<file path="src/ring_consts.svh">
`ifndef RING_CONSTS_SVH
`define RING_CONSTS_SVH

// Frame fields
`define RING_ADDR_WIDTH 8
`define RING_DATA_WIDTH 32

// Host bus widths
`define RING_APB_ADDR_WIDTH 5
`define RING_APB_DATA_WIDTH 32

`define MSG_FIFO_DEPTH 4
`define RING_NODE_ADDR 8'hEF
`define RING_NODE_MASK 8'hFF

`endif

</file>
<file path="src/ring_frame_pkg.sv">
`include "ring_consts.svh"

package ring_frame_pkg;

	// One message as it travels on the ring, address first
	typedef struct packed
	{
		logic [`RING_ADDR_WIDTH-1:0] addr;
		logic [`RING_DATA_WIDTH-1:0] data;
	} ring_msg_t;

	// Serial state of the node
	typedef enum logic [2:0]
	{
		st_idle,
		st_tx_start,
		st_tx_addr,
		st_tx_data,
		st_tx_end,
		st_rx_addr,
		st_rx_data,
		st_rx_end
	} node_state_t;

endpackage

</file>
<file path="src/host_reg_pkg.sv">
package host_reg_pkg;

	// APB byte offsets
	typedef enum logic [4:0]
	{
		off_tx_addr = 5'h00,
		off_tx_data = 5'h04,
		off_rx_addr = 5'h08,
		off_rx_data = 5'h0C,
		off_status  = 5'h10
	} reg_offset_t;

	// STATUS word, bit 0 is rx_avail
	typedef struct packed
	{
		logic [28:0] reserved;
		logic        rx_overflow;
		logic        tx_full;
		logic        rx_avail;
	} status_t;

endpackage

</file>
<file path="src/msg_fifo.sv">
`include "ring_consts.svh"

module msg_fifo #(
	parameter type payload_t = logic [7:0],
	parameter int DEPTH = `MSG_FIFO_DEPTH
) (
	input  logic     CLKIN,
	input  logic     RESETn,
	input  logic     in_valid,
	input  payload_t in_data,
	output logic     in_ready,
	output logic     out_valid,
	output payload_t out_data,
	input  logic     out_ready
);

	localparam int PTR_W = (DEPTH > 1) ? $clog2(DEPTH) : 1;
	localparam logic [PTR_W-1:0] LAST_PTR = PTR_W'(DEPTH - 1);
	localparam logic [PTR_W:0] FULL_COUNT = (PTR_W + 1)'(DEPTH);

	payload_t mem [DEPTH];
	logic [PTR_W-1:0] wr_ptr;
	logic [PTR_W-1:0] rd_ptr;
	logic [PTR_W:0] count;
	logic push;
	logic pop;

	assign in_ready = (count != FULL_COUNT);
	assign out_valid = (count != '0);
	assign out_data = mem[rd_ptr];
	assign push = in_valid && in_ready;
	assign pop = out_valid && out_ready;

	always_ff @(posedge CLKIN or negedge RESETn)
	begin
		if (!RESETn)
		begin
			wr_ptr <= '0;
			rd_ptr <= '0;
			count <= '0;
		end
		else
		begin
			if (push)
				wr_ptr <= (wr_ptr == LAST_PTR) ? '0 : wr_ptr + 1'b1;
			if (pop)
				rd_ptr <= (rd_ptr == LAST_PTR) ? '0 : rd_ptr + 1'b1;
			count <= count + push - pop;
		end
	end

	always_ff @(posedge CLKIN)
	begin
		if (push)
			mem[wr_ptr] <= in_data;
	end

endmodule

</file>
<file path="src/host_regs.sv">
`include "ring_consts.svh"

module host_regs
	import ring_frame_pkg::*;
	import host_reg_pkg::*;
(
	input  logic                            CLKIN,
	input  logic                            RESETn,
	input  logic [`RING_APB_ADDR_WIDTH-1:0] paddr,
	input  logic                            psel,
	input  logic                            penable,
	input  logic                            pwrite,
	input  logic [`RING_APB_DATA_WIDTH-1:0] pwdata,
	output logic [`RING_APB_DATA_WIDTH-1:0] prdata,
	output logic                            pready,
	output logic                            pslverr,
	output logic                            tx_valid,
	output ring_msg_t                       tx_data,
	input  logic                            tx_ready,
	input  logic                            rx_valid,
	input  ring_msg_t                       rx_data,
	output logic                            rx_ready,
	input  logic                            rx_overflow_pulse
);

	reg_offset_t offset;
	status_t status;
	status_t wr_status;
	logic access;
	logic wr_access;
	logic rd_access;
	logic rx_read;
	logic overflow_clr;
	logic rx_overflow;
	logic [`RING_ADDR_WIDTH-1:0] tx_addr_q;

	assign offset = reg_offset_t'(paddr);
	assign access = psel && penable;
	assign wr_access = access && pwrite;
	assign rd_access = access && !pwrite;

	// A push happens in the access phase itself
	assign tx_valid = wr_access && (offset == off_tx_data);
	assign tx_data.addr = tx_addr_q;
	assign tx_data.data = pwdata;

	// Only a push into a full queue stalls the bus
	assign pready = !(tx_valid && !tx_ready);

	assign rx_read = rd_access && ((offset == off_rx_addr) || (offset == off_rx_data));
	assign rx_ready = rd_access && (offset == off_rx_data);
	assign pslverr = rx_read && !rx_valid;

	assign wr_status = status_t'(pwdata);
	assign overflow_clr = wr_access && (offset == off_status) && wr_status.rx_overflow;

	always_comb
	begin
		status = '0;
		status.rx_avail = rx_valid;
		status.tx_full = !tx_ready;
		status.rx_overflow = rx_overflow;
	end

	always_comb
	begin
		prdata = '0;
		if (rd_access)
		begin
			case (offset)
				off_rx_addr:
				begin
					if (rx_valid)
						prdata[`RING_ADDR_WIDTH-1:0] = rx_data.addr;
				end
				off_rx_data:
				begin
					if (rx_valid)
						prdata[`RING_DATA_WIDTH-1:0] = rx_data.data;
				end
				off_status:
					prdata = status;
				default:
					prdata = '0;
			endcase
		end
	end

	always_ff @(posedge CLKIN)
	begin
		if (wr_access && (offset == off_tx_addr))
			tx_addr_q <= pwdata[`RING_ADDR_WIDTH-1:0];
	end

	// Sticky until the host writes 1 to bit 2, a new drop wins
	always_ff @(posedge CLKIN or negedge RESETn)
	begin
		if (!RESETn)
			rx_overflow <= 1'b0;
		else if (rx_overflow_pulse)
			rx_overflow <= 1'b1;
		else if (overflow_clr)
			rx_overflow <= 1'b0;
	end

endmodule

</file>
<file path="src/ring_node.sv">
`include "ring_consts.svh"

module ring_node
	import ring_frame_pkg::*;
#(
	parameter logic [`RING_ADDR_WIDTH-1:0] NODE_ADDR = `RING_NODE_ADDR,
	parameter logic [`RING_ADDR_WIDTH-1:0] NODE_MASK = `RING_NODE_MASK
) (
	input  logic      CLKIN,
	input  logic      RESETn,
	input  logic      din,
	output logic      dout,
	input  logic      tx_valid,
	input  ring_msg_t tx_data,
	output logic      tx_ready,
	output logic      rx_valid,
	output ring_msg_t rx_data,
	input  logic      rx_ready,
	output logic      rx_overflow_pulse
);

	localparam int MSG_W = $bits(ring_msg_t);
	localparam int CNT_W = $clog2(`RING_DATA_WIDTH);
	localparam logic [CNT_W-1:0] ADDR_LAST = CNT_W'(`RING_ADDR_WIDTH - 1);
	localparam logic [CNT_W-1:0] DATA_LAST = CNT_W'(`RING_DATA_WIDTH - 1);

	node_state_t state;
	node_state_t state_next;
	logic [CNT_W-1:0] cnt;
	logic [CNT_W-1:0] cnt_next;
	logic [MSG_W-1:0] sr;
	logic [MSG_W-1:0] sr_next;
	logic dout_next;
	logic din_q;
	logic rx_valid_next;
	logic addr_match;

	// Line must have been idle one cycle before we start a frame
	assign tx_ready = (state == st_idle) && din_q;

	assign addr_match = (((sr[MSG_W-1 -: `RING_ADDR_WIDTH] ^ NODE_ADDR) & NODE_MASK) == '0);

	// Ring cannot stall, so a refused push is a lost frame
	assign rx_overflow_pulse = rx_valid && !rx_ready;

	always_comb
	begin
		state_next = state;
		cnt_next = cnt;
		sr_next = sr;
		dout_next = din;
		rx_valid_next = 1'b0;
		case (state)
			st_idle:
			begin
				if (tx_valid && tx_ready)
				begin
					sr_next = tx_data;
					dout_next = 1'b0;
					state_next = st_tx_start;
				end
				else if (!din)
				begin
					cnt_next = ADDR_LAST;
					state_next = st_rx_addr;
				end
			end
			st_tx_start:
			begin
				dout_next = sr[MSG_W-1];
				sr_next = {sr[MSG_W-2:0], 1'b0};
				cnt_next = ADDR_LAST;
				state_next = st_tx_addr;
			end
			st_tx_addr:
			begin
				dout_next = sr[MSG_W-1];
				sr_next = {sr[MSG_W-2:0], 1'b0};
				cnt_next = (cnt == '0) ? DATA_LAST : cnt - 1'b1;
				if (cnt == '0)
					state_next = st_tx_data;
			end
			st_tx_data:
			begin
				dout_next = sr[MSG_W-1];
				sr_next = {sr[MSG_W-2:0], 1'b0};
				cnt_next = cnt - 1'b1;
				if (cnt == '0)
				begin
					// End bit
					dout_next = 1'b1;
					state_next = st_tx_end;
				end
			end
			st_tx_end:
			begin
				// Forced idle before the line is handed back to din
				dout_next = 1'b1;
				state_next = st_idle;
			end
			st_rx_addr:
			begin
				sr_next = {sr[MSG_W-2:0], din};
				cnt_next = (cnt == '0) ? DATA_LAST : cnt - 1'b1;
				if (cnt == '0)
					state_next = st_rx_data;
			end
			st_rx_data:
			begin
				sr_next = {sr[MSG_W-2:0], din};
				cnt_next = cnt - 1'b1;
				if (cnt == '0)
					state_next = st_rx_end;
			end
			st_rx_end:
			begin
				rx_valid_next = din && addr_match;
				state_next = st_idle;
			end
			default:
				state_next = st_idle;
		endcase
	end

	always_ff @(posedge CLKIN or negedge RESETn)
	begin
		if (!RESETn)
		begin
			state <= st_idle;
			cnt <= '0;
			dout <= 1'b1;
			din_q <= 1'b0;
			rx_valid <= 1'b0;
		end
		else
		begin
			state <= state_next;
			cnt <= cnt_next;
			dout <= dout_next;
			din_q <= din;
			rx_valid <= rx_valid_next;
		end
	end

	always_ff @(posedge CLKIN)
	begin
		sr <= sr_next;
		if (state == st_rx_end)
			rx_data <= ring_msg_t'(sr);
	end

endmodule

</file>
<file path="src/ring_port.sv">
`include "ring_consts.svh"

module ring_port
	import ring_frame_pkg::*;
(
	input  logic                            CLKIN,
	input  logic                            RESETn,
	input  logic [`RING_APB_ADDR_WIDTH-1:0] paddr,
	input  logic                            psel,
	input  logic                            penable,
	input  logic                            pwrite,
	input  logic [`RING_APB_DATA_WIDTH-1:0] pwdata,
	output logic [`RING_APB_DATA_WIDTH-1:0] prdata,
	output logic                            pready,
	output logic                            pslverr,
	input  logic                            din,
	output logic                            dout
);

	logic tx_in_valid;
	logic tx_in_ready;
	ring_msg_t tx_in_data;
	logic tx_out_valid;
	logic tx_out_ready;
	ring_msg_t tx_out_data;
	logic rx_in_valid;
	logic rx_in_ready;
	ring_msg_t rx_in_data;
	logic rx_out_valid;
	logic rx_out_ready;
	ring_msg_t rx_out_data;
	logic rx_overflow_pulse;

	host_regs host_regs_i (
		.CLKIN(CLKIN), .RESETn(RESETn),
		.paddr(paddr), .psel(psel), .penable(penable), .pwrite(pwrite), .pwdata(pwdata),
		.prdata(prdata), .pready(pready), .pslverr(pslverr),
		.tx_valid(tx_in_valid), .tx_data(tx_in_data), .tx_ready(tx_in_ready),
		.rx_valid(rx_out_valid), .rx_data(rx_out_data), .rx_ready(rx_out_ready),
		.rx_overflow_pulse(rx_overflow_pulse)
	);

	msg_fifo #(.payload_t(ring_msg_t), .DEPTH(`MSG_FIFO_DEPTH)) tx_fifo_i (
		.CLKIN(CLKIN), .RESETn(RESETn),
		.in_valid(tx_in_valid), .in_data(tx_in_data), .in_ready(tx_in_ready),
		.out_valid(tx_out_valid), .out_data(tx_out_data), .out_ready(tx_out_ready)
	);

	msg_fifo #(.payload_t(ring_msg_t), .DEPTH(`MSG_FIFO_DEPTH)) rx_fifo_i (
		.CLKIN(CLKIN), .RESETn(RESETn),
		.in_valid(rx_in_valid), .in_data(rx_in_data), .in_ready(rx_in_ready),
		.out_valid(rx_out_valid), .out_data(rx_out_data), .out_ready(rx_out_ready)
	);

	ring_node #(.NODE_ADDR(`RING_NODE_ADDR), .NODE_MASK(`RING_NODE_MASK)) ring_node_i (
		.CLKIN(CLKIN), .RESETn(RESETn), .din(din), .dout(dout),
		.tx_valid(tx_out_valid), .tx_data(tx_out_data), .tx_ready(tx_out_ready),
		.rx_valid(rx_in_valid), .rx_data(rx_in_data), .rx_ready(rx_in_ready),
		.rx_overflow_pulse(rx_overflow_pulse)
	);

endmodule

</file>
<file path="config.mk">
export PLATFORM = sky130hd
export DESIGN_NAME = ring_port
export DESIGN_NICKNAME = d
export VERILOG_FILES = /design/src/ring_frame_pkg.sv /design/src/host_reg_pkg.sv /design/src/msg_fifo.sv /design/src/host_regs.sv /design/src/ring_node.sv /design/src/ring_port.sv
export VERILOG_INCLUDE_DIRS = /design/src
export SDC_FILE = /design/constraint.sdc
export NUM_CORES = 1
export LEC_CHECK = 0
export BUFFER_PORTS_ARGS = -buffer_cell sky130_fd_sc_hd__clkbuf_2
export CAP_MARGIN = 20
export CORE_MARGIN = 2
export CORE_UTILIZATION = 50
export CTS_BUF_LIST = sky130_fd_sc_hd__clkbuf_4 sky130_fd_sc_hd__clkbuf_8
export DETAILED_ROUTE_END_ITERATION = 8
export PLACE_DENSITY = 0.67
export RECOVER_POWER = 50
export SYNTH_ARGS = -nofsm -noshare
export SYNTH_HDL_FRONTEND = slang
export SYNTH_HIERARCHICAL = 1
export SYNTH_SLANG_ARGS = --single-unit
</file>
<file path="constraint.sdc">
create_clock -name CLKIN -period 9.66 [get_ports CLKIN]
set_clock_uncertainty 0.15 [all_clocks]
set_input_delay 1.449 -clock CLKIN [delete_from_list [all_inputs] [get_ports CLKIN]]
set_output_delay 1.449 -clock CLKIN [all_outputs]
set_load 0.05 [all_outputs]
</file>
==> results.json, run 1 <==
{
  "ys_async_sr_fraction": 0.05991,
  "syn_to_final_growth_pct": 11.14,
  "violations": "capacitance limit, slew limit",
  "htree_levels": 3,
  "drt_wl_total_um": 27900,
  "post-cts-setup-buffers": 0,
  "report.final.slew_viol_count": 101,
  "reg2regPathDepth": 3,
  "cp.required_ps": 8060,
  "antenna_found_initial": 3,
  "core_region_area_um2": 33620,
  "grt_pass1_wl_um": 44220,
  "yosysSeqAreaShare": 0.7550,
  "syn-cell-area_um2": 17090,
  "numCtsBuffers": 67,
  "synth_cell_types": 58,
  "setup_tns_ps": 0,
  "port_buffers": 77,
  "synth_seq_cells": 434,
  "min_to": "ring_node_i/rx_data[27]$_DFFE_PP_",
  "r2r-end": "rx_fifo_i/mem[1][5]$_DFFE_PP_",
  "ys.flop_type": "edfxtp_1",
  "rows": 67,
  "synth_edf_count": 408,
  "wl_per_cell_um": 19.77,
  "power_leakage_nw": 6.352,
  "die-area_um2": 35680,
  "ant_nets": 0,
  "synth_nets": 877,
  "finalSetupViolCount": 0,
  "clk_path_buf_depth": 3,
  "drt-pass1-iter-count": 5,
  "pin_count": 78,
  "die_h_um": 188.9,
  "drive_gt1_frac": 0.3316,
  "vdd_drop_max_mv": 0.08781,
  "hold_viol_final": 0,
  "final_cells": 1411,
  "drcViolationCount": 0,
  "p_per_area_nw_per_um2": 192.6,
  "r2r-start": "rx_fifo_i/count[1]$_DFF_PN0_",
  "cp-end-kind": "output port",
  "dr_total_vias": 7508,
  "pre_cts_ws_ps": 5213,
  "worstSetupStartpointType": "flip-flop",
  "fmax_ghz": 0.2228,
  "cp_cell_sequence": "buf_4 -> mux4_2 -> mux2_2 -> a21oi_1 -> nor3b_1 -> clkbuf_2",
  "cts_sinks": 434,
  "clock_latency_ps": 570,
  "hold_depth": 0,
  "drv_cap": 3,
  "rsz0062_at_grt": "no",
  "period_minus_slack_ps": 4488,
  "grt_max_degree": 44,
  "postSynthCellCount": 812,
  "dpl_cell_area_um2": 17730,
  "cp_top_family": "multiplexers",
  "r2r_slack_ps": 6380,
  "cp_data_arrival_time_ps": 2890,
  "tightest_slew_ps": 2544,
  "setup_slack_ps": 5172,
  "cp_num_buf_inv": 2,
  "critical_path.slowest_cell": "buf_4",
  "yosysWarnings": 6,
  "final_area_um2": 18990,
  "ctsHoldBuffers": 0,
  "drt-initial-drc-count": 598,
  "grt_pass1_vias": 7895,
  "critPathMaxFanout": 43,
  "path_class": "reg -> out",
  "cts_resized": 0,
  "min-delay-start": "ring_node_i/sr[27]$_DFFE_PP_",
  "hp-class": "reg -> reg",
  "slew-limit-headroom": -0.6962,
  "cts_tree": "built",
  "cts_root_buffer": "clkbuf_8",
  "hpwl_um": 16170,
  "track_usage": 0.1624,
  "status": "complete, but fails checks",
  "viasPerCell": 5.321,
  "period_share": 0.4646,
  "gr-total-overflow": 0,
  "die_w_um": 188.9,
  "finalWeightedCongestion": 0.7405,
  "final_net_count": 976,
  "clkTransAtPathRegs_ps": 60,
  "start_util": 0.5084,
  "dp_cells": 1289,
  "max_stage_delay_ps": 630,
  "syn_area_per_cell_um2": 21.05
}
## layer usage
metal  share of wire  wire [um]  vias up  GRT usage
li1                -          -     3440          -
met1            0.45      12490     3829     0.2250
met2            0.48      13280      184     0.2575
met3           0.056       1571       51    0.03448
met4           0.019        532        4    0.06010
met5         0.00086         24        -          0
## cells by family after synthesis
kind of cell    share of synthesized area
flops                              0.7550
mux                                0.1453
xor+xnor                         0.002050
fa+ha+maj                         0.01699
compound gates                    0.01230
simple gates                      0.04019
buf+inv                           0.02811
## placed cells by master, fill, tap and decap left out, types with 6 or more instances in the layout
cell type	synthesis	layout
mux2i_1	7	7
dfrtp_1	25	23
clkbuf_2	0	43
nor3_1	6	6
mux4_2	80	80
clkbuf_8	0	72
edfxtp_1	408	408
ha_1	20	20
nor2_1	15	15
and3_2	8	7
buf_4	38	11
clkbuf_1	2	36
nand2_1	12	12
a21oi_1	6	6
clkbuf_4	0	23
and2_1	26	25
mux2_2	48	48
inv_1	19	19
clkinv_1	0	15
## worst register-to-register path: cells and delay by family (launching register included)
kind / cells / cell delay [ps]
DFF: 1 / 430
and+or+nand+nor: 2 / 430
buffers and inverters: 1 / 1800
## state kept, by name, summed over array words and instances, names as in the netlist
register	flops
host_regs_i/tx_addr_q	8
ring_node_i/rx_valid	1
tx_fifo_i/count	3
rx_fifo_i/wr_ptr	2
ring_node_i/cnt	5
ring_node_i/dout	1
ring_node_i/sr	40
rx_fifo_i/mem	160
tx_fifo_i/mem	160
tx_fifo_i/rd_ptr	2
rx_fifo_i/rd_ptr	2
ring_node_i/state	3
ring_node_i/din_q	1
tx_fifo_i/wr_ptr	2
ring_node_i/rx_data	40
host_regs_i/rx_overflow	1
rx_fifo_i/count	3
## synth_stat cells, types with 3 or more instances
cell type    n  area share
edfxtp_1   408        0.72
buf_2       15      0.0044
and3_2       8      0.0035
nor3_1       6      0.0018
nand2_1     12      0.0026
nor2_1      15      0.0033
nor3b_1      3      0.0013
nand4_1      3      0.0011
xnor2_1      4      0.0020
and2_1      26      0.0095
nand3b_1     3      0.0013
or3b_4       3      0.0020
mux2_2      48       0.032
nor2b_1      3      0.0011
buf_6        3      0.0020
and2_4       3      0.0015
mux2_4       4      0.0035
dfrtp_1     25       0.037
buf_4       38       0.017
mux4_2      80        0.11
a21oi_1      6      0.0018
mux2i_1      7      0.0041
nand3_1      5      0.0015
inv_1       19      0.0042
ha_1        20       0.015
## stage by stage
step | hold slack, ps | total power (W) | util
2_1_floorplan | 270.4 | 0.002211 | -
3_3_place_gp | 279.6 | 0.002237 | 0.5275
3_5_place_dp | 278.2 | 0.002239 | 0.5275
4_1_cts | 298.8 | 0.003706 | 0.5664
5_1_grt | 308.4 | 0.003794 | 0.5650
6_report | 300.9 | 0.003659 | 0.5650
## final cells by class
| class | instances | area (um2) |
|---|---|---|
| Fill cell | 2524 | 14620 |
| Sequential cell | 434 | 12910 |
| Multi-Input combinational cell | 299 | 3712 |
| Clock buffer | 95 | 1164 |
| Tap cell | 448 | 560.5 |
| Timing Repair Buffer | 90 | 432.9 |
| Clock inverter | 25 | 145.1 |
| Inverter | 19 | 71.32 |
| Antenna cell | 1 | 2.502 |
## how the worst max path moves through the flow
stage | endpoint | slack (ps) | start | cells past startpoint
final | prdata[0] | 5170 | rx_fifo_i/rd_ptr[0]$_DFFE_PN0P_ | 6
after global routing | prdata[0] | 4920 | rx_fifo_i/rd_ptr[0]$_DFFE_PN0P_ | 6
after CTS | prdata[0] | 5060 | rx_fifo_i/rd_ptr[0]$_DFFE_PN0P_ | 6
after detailed placement | prdata[8] | 5210 | paddr[4] | 5
after global placement | prdata[17] | 5270 | paddr[4] | 5
after floorplan | prdata[0] | 4980 | paddr[2] | 4
## where the power goes
group          switching, W  total (W)  internal [W]
Combinational     0.0000580   0.000118     0.0000603
Clock              0.000658    0.00146      0.000806
Sequential        0.0000148    0.00208       0.00206
Power figures use the tool's default switching activity.
==> run 2, diff against run 1 <==
clock period = 4.31 ns   (was 9.66 ns; I/O delays follow)
==> run 2 against run 1 <==
Against the previous run:
- the run still ends with capacitance limit, slew limit left
- first-iteration DRC count decreased by 12%
- largest power group unchanged
- cell count unchanged
- combinational power rose by 110%
- core utilization decreased by 0.071 points
- routed wire length is 1.5% lower
- highest routed layer is now met4
==> results.json, run 2 (synthesis results as in run 1) <==
{
  "final_cell_mix": "408 x edfxtp_1, 80 x mux4_2, 68 x clkbuf_8",
  "clkTransAtPathRegs_ps": 60,
  "r2r-start": "rx_fifo_i/count[1]$_DFF_PN0_",
  "syn_to_final_growth_pct": 11.00,
  "r2r_slack_ps": 1640,
  "vdd_drop_max_mv": 0.2158,
  "final_area_um2": 18970,
  "finalWeightedCongestion": 0.7442,
  "grt_pass1_wl_um": 44080,
  "status": "complete, but fails checks",
  "die_h_um": 188.9,
  "power.internal_w": 0.006433,
  "p_per_area_nw_per_um2": 425.8,
  "start_util": 0.5084,
  "cts_sinks": 434,
  "cts_tree": "built",
  "critPathMaxFanout": 25,
  "worstSetupStartpointType": "flip-flop",
  "reg2regPathDepth": 10,
  "utilization": 0.5643,
  "finalSetupViolCount": 0,
  "cts_resized": 0,
  "numCtsBuffers": 67,
  "gr-total-overflow": 0,
  "p_comb_frac": 0.031,
  "crit_start": "rx_fifo_i/rd_ptr[0]$_DFFE_PN0P_",
  "hp-class": "in -> reg",
  "drt-initial-drc-count": 524,
  "ant_nets": 0,
  "pin_count": 78,
  "track_usage": 0.1617,
  "path_class": "reg -> out",
  "viasPerCell": 5.323,
  "cp_data_arrival_time_ps": 2890,
  "die-area_um2": 35680,
  "cp-endpoint": "prdata[7]",
  "slew-limit-headroom": -0.01194,
  "drv_cap": 1,
  "clock_latency_ps": 590,
  "power_leakage_nw": 6.351,
  "regArea_um2": 12910,
  "dr_total_vias": 7511,
  "p_sw_frac": 0.2036,
  "period_minus_slack_ps": 3690,
  "clk_path_buf_depth": 3,
  "hpwl_um": 17360,
  "drcViolationCount": 0,
  "p_seq_frac": 0.578,
  "p_total_w": 0.008077,
  "final_common_cell": "edfxtp_1",
  "tightest_slew_ps": 1518,
  "core_region_area_um2": 33620,
  "drt_wl_total_um": 27490,
  "report.final.slew_viol_count": 27,
  "grt_pass1_vias": 7958,
  "hold_viol_final": 0,
  "die_w_um": 188.9,
  "drt-pass1-iter-count": 4,
  "port_buffers": 77,
  "rsz0062_at_grt": "no",
  "multi_input_area_um2": 3696,
  "hold_depth": 1,
  "fillCellCount": 2485,
  "setup_tns_ps": 0,
  "drive_gt1_frac": 0.3285,
  "reg_top3": "rx_fifo_i/mem x160, tx_fifo_i/mem x160",
  "dpl_cell_area_um2": 17780,
  "violations": "capacitance limit, slew limit",
  "final_net_count": 981,
  "cp.required_ps": 3510,
  "wl_per_cell_um": 19.48,
  "fmax_ghz": 0.2710,
  "switchingPower_w": 0.001644,
  "pwr-share-clk": 0.391,
  "cp-end-kind": "output port",
  "grt_max_degree": 43,
  "period_share": 0.8562,
  "rows": 67,
  "htree_levels": 3,
  "antenna_found_initial": 1,
  "cts_root_buffer": "clkbuf_8",
  "r2r-end": "rx_fifo_i/count[2]$_DFF_PN0_"
}
-- run 2: cell types whose count changed in the layout (fill, tap and decap cells not counted), moves of 2 or more --
| cell | before | now |
|---|---|---|
| buf_4 | 11 | 16 |
| clkbuf_8 | 72 | 68 |
| and3_1 | 3 | 6 |
| and3_2 | 7 | 4 |
| inv_8 | 0 | 3 |
| and2_0 | 1 | 3 |
| clkbuf_1 | 36 | 34 |
| clkinv_1 | 15 | 13 |
-- run 2: what timing repair did --
| item | CTS | global route |
|---|---|---|
| hold buffers | 1 | 0 |
| setup buffers | 0 | 0 |
| hold endpoints to repair | 25 | 0 |
-- run 2: how the worst min path moves through the flow --
stage / start / endpoint
global placement: ring_node_i/sr[5]$_DFFE_PP_ / ring_node_i/rx_data[5]$_DFFE_PP_
CTS: pwdata[26] / tx_fifo_i/mem[2][26]$_DFFE_PP_
floorplan: RESETn / host_regs_i/rx_overflow$_DFFE_PN0P_
detailed placement: ring_node_i/sr[5]$_DFFE_PP_ / ring_node_i/rx_data[5]$_DFFE_PP_
finish: pwdata[8] / tx_fifo_i/mem[2][8]$_DFFE_PP_
global route: pwdata[30] / tx_fifo_i/mem[2][30]$_DFFE_PP_
-- run 2: layer usage --
metal / global-route usage / vias to the layer above / share of wire
met2: 0.2510 / 197 / 0.46
met3: 0.04096 / 37 / 0.064
met5: 0 / - / 0
met1: 0.2265 / 3822 / 0.45
li1: - / 3455 / -
met4: 0.05469 / 0 / 0.020
-- run 2: worst max-delay path, stage by stage, from the launching register on --
cell,delay (ps)
dfrtp_2,870
buf_4,350
mux4_2,540
mux2i_1,230
nor2_1,60
clkbuf_2,250
-- run 2: layout make-up --
type / count / area share
antenna: 1 / 0.0001319
clock buffer: 90 / 0.05804
clock inverter: 25 / 0.007387
inverter: 19 / 0.003759
multi-input combinational: 299 / 0.1948
sequential: 434 / 0.6803
tap: 448 / 0.02955
timing repair buffer: 95 / 0.02599
-- run 2: stage by stage --
| stage | std cells | worst slack, ps | hold WS, ps |
|---|---|---|---|
| after CTS | 1410 | 467.6 | 94.65 |
| after detailed placement | 1294 | 985.7 | 291.0 |
| after floorplan | 812 | 1044 | 200.9 |
| final | 1411 | 619.8 | 177.3 |
| after global placement | 1294 | 1017 | 282.4 |
| after global routing | 1410 | 369.4 | 163.9 |
-- run 2: power groups by stage --
stage	clock, W	combinational (W)	sequential (W)
floorplan	0	0.000224	0.00473
global placement	0	0.000254	0.00476
detailed placement	0	0.000260	0.00476
CTS	0.00325	0.000262	0.00467
global route	0.00344	0.000279	0.00468
finish	0.00315	0.000251	0.00467
==> run 3, diff against run 2 <==
ABC_AREA = 0   (was unset)
CORE_UTILIZATION = 63   (was 50)
PLACE_DENSITY = 0.81   (was 0.67)
==> run 3 against run 2 <==
Against the previous run:
- the flow still finishes with violations (capacitance limit, slew limit)
- first-iteration DRC count is 5.2% higher
- die area is 20% lower
- sequential share of layout area is 0.24 points higher
- count of clock-buffer cells in the layout is 1 higher
- routed wire length is 3.7% higher
- largest cell class unchanged
- largest power group unchanged
- highest routed layer unchanged
==> results.json, run 3 (synthesis results as in run 1) <==
{
  "hold_viol_final": 0,
  "rsz0062_at_grt": "no",
  "period_minus_slack_ps": 3554,
  "die_h_um": 168.7,
  "setup_slack_ps": 755.8,
  "cp_num_buf_inv": 1,
  "p_per_area_nw_per_um2": 435.0,
  "clkTransAtPathRegs_ps": 60,
  "cp_top_family": "multiplexers",
  "cp-end-kind": "output port",
  "power.internal_w": 0.006579,
  "hp-class": "in -> reg",
  "p_comb_frac": 0.031,
  "p_seq_frac": 0.568,
  "syn_to_final_growth_pct": 10.62,
  "multi_input_area_um2": 3695,
  "cts_sinks": 434,
  "cts_tree": "built",
  "cts_root_buffer": "clkbuf_8",
  "power_leakage_nw": 6.339,
  "pin_count": 78,
  "viasPerCell": 5.860,
  "hpwl_um": 17080,
  "period_share": 0.8246,
  "clock_latency_ps": 570,
  "die_w_um": 168.7,
  "core_region_area_um2": 26800,
  "final_common_cell": "edfxtp_1",
  "htree_levels": 3,
  "worstSetupStartpointType": "flip-flop",
  "pwr-share-clk": 0.401,
  "numCtsBuffers": 67,
  "rows": 60,
  "pre_cts_ws_ps": 946.8,
  "final_cells": 1304,
  "ant_nets": 0,
  "antenna_found_initial": 1,
  "p_sw_frac": 0.2000,
  "status": "complete, but fails checks",
  "critical_path.slowest_cell": "dfrtp_2",
  "cp_cell_sequence": "mux4_2 -> mux2_2 -> a21oi_1 -> nor3b_1 -> clkbuf_2",
  "path_class": "reg -> out",
  "cp_data_arrival_time_ps": 2760,
  "final_cell_mix": "408 x edfxtp_1, 80 x mux4_2, 71 x clkbuf_8",
  "start_util": 0.6377,
  "die-area_um2": 28460,
  "regArea_um2": 12910,
  "drive_gt1_frac": 0.3226,
  "grt_max_degree": 43,
  "port_buffers": 77,
  "finalWeightedCongestion": 0.7526,
  "drt_wl_total_um": 28520,
  "cp.required_ps": 3510,
  "max_stage_delay_ps": 860,
  "reg_top3": "rx_fifo_i/mem x160, tx_fifo_i/mem x160",
  "grt_pass1_vias": 7934,
  "track_usage": 0.2054,
  "post-cts-setup-buffers": 0,
  "vdd_drop_max_mv": 0.2406,
  "fmax_ghz": 0.2814,
  "gr-total-overflow": 0,
  "dp_cells": 1180,
  "setup_tns_ps": 0,
  "drcViolationCount": 0,
  "violations": "capacitance limit, slew limit",
  "critPathMaxFanout": 23,
  "report.final.slew_viol_count": 27,
  "finalSetupViolCount": 0,
  "wl_per_cell_um": 21.87,
  "clk_path_buf_depth": 3,
  "drv_cap": 1,
  "tightest_slew_ps": 1574,
  "grt_pass1_wl_um": 43950,
  "final_net_count": 975,
  "ctsHoldBuffers": 1,
  "switchingPower_w": 0.001645,
  "drt-initial-drc-count": 551,
  "utilization": 0.7054,
  "dr_total_vias": 7642,
  "fillCellCount": 1554,
  "cts_resized": 0,
  "p_total_w": 0.008224,
  "drt-pass1-iter-count": 5,
  "slew-limit-headroom": -0.04938
}
==> run 3: cell count changes in the layout (fill, tap and decap cells not counted), sizes merged, moves of 2 or more <==
cell,change
buf,-8
clkinv,+5
inv,-5
clkbuf,+3
bufinv,+2
clkinvlp,+2
==> run 3: metrics by stage <==
| stage | hold WS (ps) | area [um2] |
|---|---|---|
| after global routing | 186.2 | 18900 |
| after floorplan | 200.9 | 17090 |
| final | 198.3 | 18910 |
| after CTS | 116.6 | 18970 |
| after global placement | 279.5 | 17650 |
| after detailed placement | 289.2 | 17650 |
==> run 3: cell type report <==
cell class,instances,area share
multi-input cells,299,0.1954
well taps,341,0.02257
clock inverters,29,0.009729
clock buffers,91,0.05963
diodes,2,0.0002647
inverters,19,0.003772
repair buffers,89,0.02588
flip-flops and latches,434,0.6827
==> run 3: worst reg2reg max path, stage by stage (launching register included) <==
cell	delay [ps]
dfrtp_1	400
or3b_1	260
and3_1	840
clkbuf_1	1120
==> run 3: power by group through the flow <==
stage          logic, W  registers (W)  clock network (W)
2_1_floorplan  0.000224        0.00473                  0
3_3_place_gp   0.000250        0.00476                  0
3_5_place_dp   0.000259        0.00476                  0
4_1_cts        0.000263        0.00467            0.00337
5_1_grt        0.000278        0.00468            0.00353
6_report       0.000254        0.00467            0.00330
==> run 3: final timing paths <==
kind | from | end | slack, ps | depth (start not counted)
setup / recovery | rx_fifo_i/rd_ptr[0]$_DFFE_PN0P_ | prdata[0] | 760 | 5
hold / removal | pwdata[20] | tx_fifo_i/mem[0][20]$_DFFE_PP_ | 200 | 1
setup reg to reg | rx_fifo_i/count[2]$_DFF_PN0_ | rx_fifo_i/mem[1][25]$_DFFE_PP_ | 1140 | 3
hold reg to reg | ring_node_i/sr[20]$_DFFE_PP_ | ring_node_i/rx_data[20]$_DFFE_PP_ | 300 | 0
max in group asynchronous | RESETn | tx_fifo_i/rd_ptr[1]$_DFFE_PN0P_ | 2100 | 2
min in group asynchronous | RESETn | rx_fifo_i/count[0]$_DFF_PN0_ | 870 | 2
==> run 3: routing by layer <==
layer | up-vias | global-route usage | wire length, um
met5 | - | 0 | 0
met3 | 56 | 0.04466 | 1783
met4 | 0 | 0.08846 | 763
li1 | 3437 | - | -
met2 | 247 | 0.3172 | 13760
met1 | 3902 | 0.2907 | 12210
